<file path="src/source/hazard_config.svh">
`ifndef HAZARD_CONFIG_SVH
`define HAZARD_CONFIG_SVH

// Register file address width, 32 GPRs
`define REG_ADDR_W 5

// Instruction word width
`define INSTR_W 32

// MFC0 pattern in instr[31:21]
// COP0 major opcode followed by the MF sub-op
`define MFC0_FIELD 11'b010000_00000

// Low bit of the MFC0 field
`define MFC0_LSB 21

`endif

</file>
<file path="src/source/pipe_pkg.sv">
`include "hazard_config.svh"

package pipe_pkg;

    // Decoded instruction as offered by the decoder and held in ID
    typedef struct packed {
        logic                    valid;
        logic [`REG_ADDR_W-1:0]  rs;
        logic [`REG_ADDR_W-1:0]  rt;
        // Bit 1 reads rs, bit 0 reads rt
        logic [1:0]              rsrt_read;
        logic [`REG_ADDR_W-1:0]  dest;
        logic                    is_load;
        logic [`INSTR_W-1:0]     instr;
    } dec_instr_t;

    // Entry of EXE, MEM1 and MEM2
    // All zeros is a bubble
    typedef struct packed {
        logic                    valid;
        logic [`REG_ADDR_W-1:0]  dest;
        logic                    is_load;
        // Set for anything that writes dest, loads and MFC0 included
        logic                    writes_reg;
        logic [`INSTR_W-1:0]     instr;
    } stage_entry_t;

    // Operand source for one register read
    typedef enum logic [1:0] {
        FWD_NONE = 2'd0,  // Register file
        FWD_EXE  = 2'd1,
        FWD_MEM1 = 2'd2,
        FWD_MEM2 = 2'd3
    } fwd_sel_t;

    // Selects for both sources of the issuing instruction
    typedef struct packed {
        fwd_sel_t rs_sel;
        fwd_sel_t rt_sel;
    } fwd_pair_t;

endpackage

</file>
<file path="src/source/data_hazard.sv">
`timescale 1ns/1ns
`include "hazard_config.svh"

// Load-use and MFC0-use stall detection for the ID instruction
// Three flags, one per later stage, evaluated side by side
module data_hazard (
    input  pipe_pkg::dec_instr_t   id_entry,
    input  pipe_pkg::stage_entry_t exe_entry,
    input  pipe_pkg::stage_entry_t mem1_entry,
    input  pipe_pkg::stage_entry_t mem2_entry,
    output logic                   id_exe_stall,
    output logic                   id_mem1_stall,
    output logic                   id_mem2_stall
);

    // ID reads a register that dest will write
    // Register 0 compared like any other
    function automatic logic reads_dest(
        input pipe_pkg::dec_instr_t   id,
        input logic [`REG_ADDR_W-1:0] dest
    );
        logic rs_hit;
        logic rt_hit;
        rs_hit = id.rsrt_read[1] && (id.rs == dest);
        rt_hit = id.rsrt_read[0] && (id.rt == dest);
        return id.valid && (rs_hit || rt_hit);
    endfunction

    // MFC0 recognised from the opcode field alone
    function automatic logic is_mfc0(input logic [`INSTR_W-1:0] instr);
        return instr[`INSTR_W-1:`MFC0_LSB] == `MFC0_FIELD;
    endfunction

    // EXE producer, load or MFC0
    always_comb begin : exe_stall_blk
        id_exe_stall = 1'b0;
        if (reads_dest(id_entry, exe_entry.dest)) begin
            if (exe_entry.valid && (exe_entry.is_load || is_mfc0(exe_entry.instr))) begin
                id_exe_stall = 1'b1;
            end
        end
    end

    // MEM1 producer, load or MFC0
    // Neither result exists yet at the forwarding point
    always_comb begin : mem1_stall_blk
        id_mem1_stall = 1'b0;
        if (reads_dest(id_entry, mem1_entry.dest)) begin
            if (mem1_entry.valid && (mem1_entry.is_load || is_mfc0(mem1_entry.instr))) begin
                id_mem1_stall = 1'b1;
            end
        end
    end

    // MEM2 producer, loads only
    // MFC0 value is ready by MEM2 and gets forwarded instead
    always_comb begin : mem2_stall_blk
        id_mem2_stall = 1'b0;
        if (mem2_entry.valid && mem2_entry.is_load) begin
            if (reads_dest(id_entry, mem2_entry.dest)) begin
                id_mem2_stall = 1'b1;
            end
        end
    end

endmodule

</file>
<file path="src/source/forward_select.sv">
`timescale 1ns/1ns
`include "hazard_config.svh"

// Operand source selection for the instruction leaving ID
// Youngest producer wins so EXE is checked first
module forward_select (
    input  pipe_pkg::dec_instr_t   id_entry,
    input  pipe_pkg::stage_entry_t exe_entry,
    input  pipe_pkg::stage_entry_t mem1_entry,
    input  pipe_pkg::stage_entry_t mem2_entry,
    output pipe_pkg::fwd_pair_t    fwd
);

    // Stage entry that will write register src
    // Only live entries carry writes_reg
    function automatic logic writes_src(
        input pipe_pkg::stage_entry_t e,
        input logic [`REG_ADDR_W-1:0] src
    );
        return e.writes_reg && (e.dest == src);
    endfunction

    // Priority pick over EXE, MEM1, MEM2
    // Unread source always goes to the register file
    function automatic pipe_pkg::fwd_sel_t pick_source(
        input logic                   read_en,
        input logic [`REG_ADDR_W-1:0] src
    );
        pipe_pkg::fwd_sel_t sel;
        sel = pipe_pkg::FWD_NONE;
        if (read_en) begin
            if (writes_src(exe_entry, src)) begin
                sel = pipe_pkg::FWD_EXE;
            end else if (writes_src(mem1_entry, src)) begin
                sel = pipe_pkg::FWD_MEM1;
            end else if (writes_src(mem2_entry, src)) begin
                sel = pipe_pkg::FWD_MEM2;
            end
        end
        return sel;
    endfunction

    // Select points only at a stage holding a live instruction
    function automatic logic sel_live(input pipe_pkg::fwd_sel_t sel);
        case (sel)
            pipe_pkg::FWD_EXE:  return exe_entry.valid;
            pipe_pkg::FWD_MEM1: return mem1_entry.valid;
            pipe_pkg::FWD_MEM2: return mem2_entry.valid;
            default:            return 1'b1;
        endcase
    endfunction

    always_comb begin
        // rs on mask bit 1, rt on mask bit 0
        fwd.rs_sel = pick_source(id_entry.valid && id_entry.rsrt_read[1], id_entry.rs);
        fwd.rt_sel = pick_source(id_entry.valid && id_entry.rsrt_read[0], id_entry.rt);
    end

    // Stage bubbles must never be a source
    always_comb begin
        rs_sel_live: assert final (sel_live(fwd.rs_sel))
            else $error("forward_select rs names an empty stage");
        rt_sel_live: assert final (sel_live(fwd.rt_sel))
            else $error("forward_select rt names an empty stage");
    end

endmodule

</file>
<file path="src/source/issue_control.sv">
`timescale 1ns/1ns

// ID register and issue decision
// Holds the decoder while stalled and feeds EXE with bubbles
module issue_control (
    input  logic                   clk,
    input  logic                   reset,
    input  pipe_pkg::dec_instr_t   dec_in,
    input  logic                   stall_any,
    output pipe_pkg::dec_instr_t   id_entry,
    output logic                   dec_hold,
    output logic                   issue,
    output pipe_pkg::stage_entry_t exe_next
);

    logic id_load;

    // Issue when ID holds something and no stage blocks it
    assign issue = id_entry.valid && !stall_any;

    // Decoder keeps its output while ID is stuck
    assign dec_hold = id_entry.valid && !issue;

    // ID takes a new word when empty or emptying this cycle
    assign id_load = !id_entry.valid || issue;

    // ID register
    // Gaps from the decoder land as zero entries
    pipe_stage #(
        .payload_t (pipe_pkg::dec_instr_t)
    ) id_stage (
        .clk    (clk),
        .reset  (reset),
        .enable (id_load),
        .bubble (!dec_in.valid),
        .d      (dec_in),
        .q      (id_entry)
    );

    // Entry for EXE on the next edge
    always_comb begin
        exe_next = '0;
        if (issue) begin
            exe_next.valid   = 1'b1;
            exe_next.dest    = id_entry.dest;
            exe_next.is_load = id_entry.is_load;
            // Decoded form has no write enable
            // every issued instruction writes dest
            exe_next.writes_reg = 1'b1;
            exe_next.instr      = id_entry.instr;
        end
    end

    // A held instruction stays put in ID
    // ties the decoder hold to the stall seen across the hazard unit
    id_held_stable: assert property (
        @(posedge clk) disable iff (reset)
        dec_hold |=> $stable(id_entry)
    ) else begin
        $error("issue_control ID entry changed while decoder was held");
    end

endmodule

</file>
<file path="src/source/issue_pipeline.sv">
`timescale 1ns/1ns

// Issue slice top
// ID, hazard check, forwarding and the EXE, MEM1, MEM2 registers
module issue_pipeline (
    input  logic                   clk,
    input  logic                   reset,
    input  pipe_pkg::dec_instr_t   dec_in,
    output logic                   dec_hold,
    output logic                   issue,
    output pipe_pkg::fwd_pair_t    issue_fwd,
    // [2] EXE, [1] MEM1, [0] MEM2
    output logic [2:0]             stall_flags,
    output pipe_pkg::stage_entry_t wb_out
);

    pipe_pkg::dec_instr_t   id_entry;
    pipe_pkg::stage_entry_t exe_next;
    pipe_pkg::stage_entry_t exe_entry;
    pipe_pkg::stage_entry_t mem1_entry;

    // ID register and issue logic
    // Any single stall source holds ID
    issue_control i_issue_control (
        .clk       (clk),
        .reset     (reset),
        .dec_in    (dec_in),
        .stall_any (|stall_flags),
        .id_entry  (id_entry),
        .dec_hold  (dec_hold),
        .issue     (issue),
        .exe_next  (exe_next)
    );

    // Load and MFC0 use checks
    data_hazard i_data_hazard (
        .id_entry      (id_entry),
        .exe_entry     (exe_entry),
        .mem1_entry    (mem1_entry),
        .mem2_entry    (wb_out),
        .id_exe_stall  (stall_flags[2]),
        .id_mem1_stall (stall_flags[1]),
        .id_mem2_stall (stall_flags[0])
    );

    // Operand sources, only meaningful on issue
    forward_select i_forward_select (
        .id_entry   (id_entry),
        .exe_entry  (exe_entry),
        .mem1_entry (mem1_entry),
        .mem2_entry (wb_out),
        .fwd        (issue_fwd)
    );

    // Later stages never stall
    // exe_next already carries the bubble on non-issue cycles
    pipe_stage exe_stage (
        .clk    (clk),
        .reset  (reset),
        .enable (1'b1),
        .bubble (1'b0),
        .d      (exe_next),
        .q      (exe_entry)
    );

    pipe_stage mem1_stage (
        .clk    (clk),
        .reset  (reset),
        .enable (1'b1),
        .bubble (1'b0),
        .d      (exe_entry),
        .q      (mem1_entry)
    );

    // MEM2 contents go straight out as the writeback record
    pipe_stage mem2_stage (
        .clk    (clk),
        .reset  (reset),
        .enable (1'b1),
        .bubble (1'b0),
        .d      (mem1_entry),
        .q      (wb_out)
    );

endmodule

</file>
<file path="src/source/pipe_stage.sv">
`timescale 1ns/1ns

// Single pipeline register
// Payload type picked per instance, ID uses the decoded form,
// EXE and both MEM stages use the stage entry
module pipe_stage #(
    parameter type payload_t = pipe_pkg::stage_entry_t
) (
    input  logic     clk,
    input  logic     reset,
    input  logic     enable,
    input  logic     bubble,
    input  payload_t d,
    output payload_t q
);

    // Reset and bubble both give the all-zero entry
    // Enable low keeps the current contents
    always_ff @(posedge clk) begin
        if (reset) begin
            q <= '0;
        end else if (enable) begin
            if (bubble) begin
                // Zero entry, valid clear
                q <= '0;
            end else begin
                q <= d;
            end
        end
    end

    // No X may leave a stage once reset has cleared it
    // Catches undriven payload bits coming in on d
    q_known_after_reset: assert property (
        @(posedge clk) disable iff (reset)
        !$isunknown(q)
    ) else begin
        $error("pipe_stage q carries unknown bits");
    end

endmodule

</file>
<file path="config.mk">
export PLATFORM = sky130hd
export DESIGN_NAME = issue_pipeline
export DESIGN_NICKNAME = d
export VERILOG_FILES = /design/src/source/pipe_pkg.sv /design/src/source/data_hazard.sv /design/src/source/forward_select.sv /design/src/source/issue_control.sv /design/src/source/issue_pipeline.sv /design/src/source/pipe_stage.sv
export VERILOG_INCLUDE_DIRS = /design/src /design/src/source
export SDC_FILE = /design/constraint.sdc
export NUM_CORES = 1
export LEC_CHECK = 0
export BUFFER_PORTS_ARGS = -buffer_cell sky130_fd_sc_hd__buf_2
export CORE_UTILIZATION = 50
export CTS_CLUSTER_DIAMETER = 100
export DETAILED_ROUTE_END_ITERATION = 12
export GPL_ROUTABILITY_DRIVEN = 0
export GPL_TIMING_DRIVEN = 0
export PLACE_DENSITY = 0.72
export SLEW_MARGIN = 40
export SYNTH_ARGS = -nofsm -noshare
export SYNTH_HDL_FRONTEND = slang
export SYNTH_SLANG_ARGS = --single-unit
</file>
<file path="constraint.sdc">
create_clock -name clk -period 3.9 [get_ports clk]
set_clock_uncertainty 0.1 [all_clocks]
set_input_delay 0 -clock clk [delete_from_list [all_inputs] [get_ports clk]]
set_output_delay 0 -clock clk [all_outputs]
set_load 0.02 [all_outputs]
</file>
==> results.sh <==
export IMPL_multiInputGateArea_sq_um=2380
export IMPL_antenna_found_initial=0
export IMPL_total_leakage_power_nw=3.58
export IMPL_detailroute_via_count=4349
export IMPL_cts_buffers_inserted=17
export IMPL_internal_power_w=0.00304
export IMPL_first_global_vias=4458
export IMPL_syn_nets=616
export IMPL_drt_pass1_iter_count=8
export IMPL_floorplan_initialDensity=0.521
export IMPL_ff_latch_area_sq_um=3360
export IMPL_maxClockFrequency_mhz=380
export IMPL_synth_top_cell_area_share=0.556
export IMPL_design_core_area_sq_um=11600
export IMPL_maxSlewViolCount=0
export IMPL_drt_iter0_drc=203
export IMPL_cts_root_to_sink_buffers=2
export IMPL_top_area_cells_in_the_synthesized_netlist="dfxtp_1 56%, mux2i_1 8.3%, nor2b_1 8.1%, nand3b_1 6.2%, nand2b_1 4.8%"
export IMPL_flip_flop_and_latch_count_after_synthesis=168
export IMPL_yosysWarningCount=0
export IMPL_route_detailed_wl_per_inst_um=14.7
export IMPL_pre_cts_slack_ps=1740
export IMPL_worst_ep_arrival_time_ps=2530
export IMPL_dp_hpwl_mm=8.99
export IMPL_syn_instance_count=563
export IMPL_gr_max_usage_layer="met2"
export IMPL_largest_net_degree_at_the_start_of_global_routing=17
export IMPL_outcome="finished, violations left"
export IMPL_power_density_cell_area_nw_per_um2=487
export IMPL_grtUsageMet3=0.0495
export IMPL_cts_reportedPaths_clkPinSlew_ps=60
export IMPL_hold_viol=0
export IMPL_totalWireLength_mm=13.0
export IMPL_dieHeight_um=112
export IMPL_setup_violations_final=0
export IMPL_setup_total_negative_slack_ps=0
export IMPL_cts_resized=0
export IMPL_swShare=0.211
export IMPL_mapped_area_sq_um=6050
export IMPL_tightestPinTransition_ps=639
export IMPL_ys_types=30
export IMPL_final_common_cell="dfxtp_1"
export IMPL_viasPerCell=4.90
export IMPL_p_clk_frac=0.486
export IMPL_grt_total_usage=0.222
export IMPL_groute_layer_met1_usage=0.273
export IMPL_die_area_sq_um=12500
export IMPL_number_of_top_level_pins=102
export IMPL_rsz0062_at_grt="no"
export IMPL_post_route_min_period_ps=2630
export IMPL_post_route_cells_drive_above_1_share=0.201
export IMPL_slew_headroom=0.574
export IMPL_ctsHtreeMaxLevel=4
export IMPL_hold_path_class="in2reg"
export IMPL_worst_ir_drop_vdd_uv=373
export IMPL_cts_sink_count=168
export IMPL_global_route_wire_length_before_repair_mm=21.3
export IMPL_grt_overflow_total=0
export IMPL_clock_tree_root_cell="clkbuf_16"
export IMPL_area_delta_synth_final_pct=30.6
export IMPL_total_drc_errors_in_the_routed_layout=5
export IMPL_power_switching_w=0.000811
export IMPL_synthesis_area_per_instance_sq_um=10.7
export IMPL_ratio_of_final_minimum_period_to_clock_period=0.675
export IMPL_synth_sequential_area_ratio=0.556
export IMPL_insertion_delay_ps=430
export IMPL_synth_largest_area_cell="dfxtp_1"
export IMPL_commonest_cells_after_routing_fill_and_taps_aside="168 x dfxtp_1, 103 x buf_2, 78 x nor2b_1, 55 x dlygate4sd3_1"
export IMPL_violations="DRC"
export IMPL_critical_path_required_ps=3800
export IMPL_comb_power_share=0.055
export IMPL_critPathCaptureType="output port"
export IMPL_num_rows=39
export IMPL_p_seq_frac=0.459
export IMPL_die_width_um=112
export IMPL_port_buffer_count=99
export IMPL_start_kind="flip-flop"
export IMPL_nNetsFinal=785
export IMPL_cp_class="reg2out"
export IMPL_gr_usage_met2=0.367
export IMPL_fillers=889
export IMPL_cts_tree="built"
export IMPL_worstPathMaxFanout=10
export IMPL_final_antenna_net_count=0
export IMPL_number_of_violations_of_the_max_capacitance_limit=0
export IMPL_num_antenna_cells=0
export IMPL_final_critical_path_setup_slack_ps=1270
-- registers in the layout, indices dropped and copies added, names as in the netlist --
name / flops
exe_stage.q: 39
mem2_stage.q: 39
mem1_stage.q: 39
i_issue_control.id_stage.q: 51
-- cell usage after synthesis --
master	count
dfxtp_1	168
nor2b_1	78
mux2i_1	50
nand3b_1	50
nand2b_1	46
nor2_1	45
xnor2_1	24
clkbuf_1	22
nand2_1	11
nand3_1	11
xor2_1	6
a21oi_1	5
buf_12	5
nand4_1	5
buf_2	4
buf_4	4
dlygate4sd3_1	4
nor4_1	4
or2b_1	4
inv_1	3
nor3_1	3
a41oi_1	2
nor3_2	2
a211o_1	1
buf_6	1
clkinv_2	1
inv_2	1
nand4b_1	1
o211ai_2	1
o22ai_1	1
-- routing by layer --
layer | share of wire | wire [um]
met5 | 0 | 0
met2 | 0.48 | 6190
met4 | 0.025 | 322
met1 | 0.46 | 6000
met3 | 0.040 | 521
-- kinds of logic after synthesis --
group / synth area share
buf+inv: 0.0503
mux: 0.0828
flops: 0.556
compound gates: 0.0116
xor+xnor: 0.0435
simple gates: 0.256
-- final timing paths --
check | startpoint | endpoint | slack (ps) | cells after the start
max reg2reg | i_issue_control.id_stage.q[49]$_SDFFE_PP0P_ | exe_stage.q[10]$_SDFF_PP0_ | 1680 | 7
max | i_issue_control.id_stage.q[49]$_SDFFE_PP0P_ | issue | 1270 | 8
min | dec_in[50] | i_issue_control.id_stage.q[50]$_SDFFE_PP0P_ | 130 | 4
min reg2reg | mem1_stage.q[20]$_SDFF_PP0_ | mem2_stage.q[20]$_SDFF_PP0_ | 330 | 1
-- worst max-delay path: stages (launching register included) --
cell	delay [ps]
dfxtp_1	370
xor2_1	190
nor3_1	340
nand4_1	140
a211o_1	320
nand4_1	250
buf_2	280
inv_1	50
buf_2	150
-- cell type report --
cell class	count	area share
Timing Repair Buffer	150	0.127
Tap cell	143	0.0227
Buffer	40	0.0360
Inverter	5	0.00253
Clock buffer	19	0.0573
Multi-Input combinational cell	350	0.301
Clock inverter	13	0.0271
Sequential cell	168	0.426
-- power groups by stage --
stage          clock network [W]  logic (W)  registers, W
2_1_floorplan                  0   0.000106       0.00180
3_3_place_gp                   0   0.000165       0.00180
3_5_place_dp                   0   0.000170       0.00180
4_1_cts                  0.00189   0.000210       0.00176
5_1_grt                  0.00197   0.000232       0.00177
6_report                 0.00187   0.000212       0.00176
-- what timing repair did --
| action | CTS | global route |
|---|---|---|
| hold endpoints to repair | 50 | 0 |
| hold buffers | 51 | 0 |
| setup buffers | 0 | 0 |
| endpoints found under the setup margin | 0 | 0 |
-- through the flow --
stage | cells | total power [W] | util | cell area, sq um | hold WS [ps]
global route | 888 | 0.00397 | 0.680 | 7900 | 215
detailed placement | 805 | 0.00197 | 0.579 | 6720 | 183
finish | 888 | 0.00385 | 0.680 | 7900 | 131
global placement | 805 | 0.00197 | 0.579 | 6720 | 176
CTS | 888 | 0.00387 | 0.680 | 7900 | 134
floorplan | 563 | 0.00190 | - | 6050 | 66.1
No activity file was read; power rests on OpenSTA's default activity.
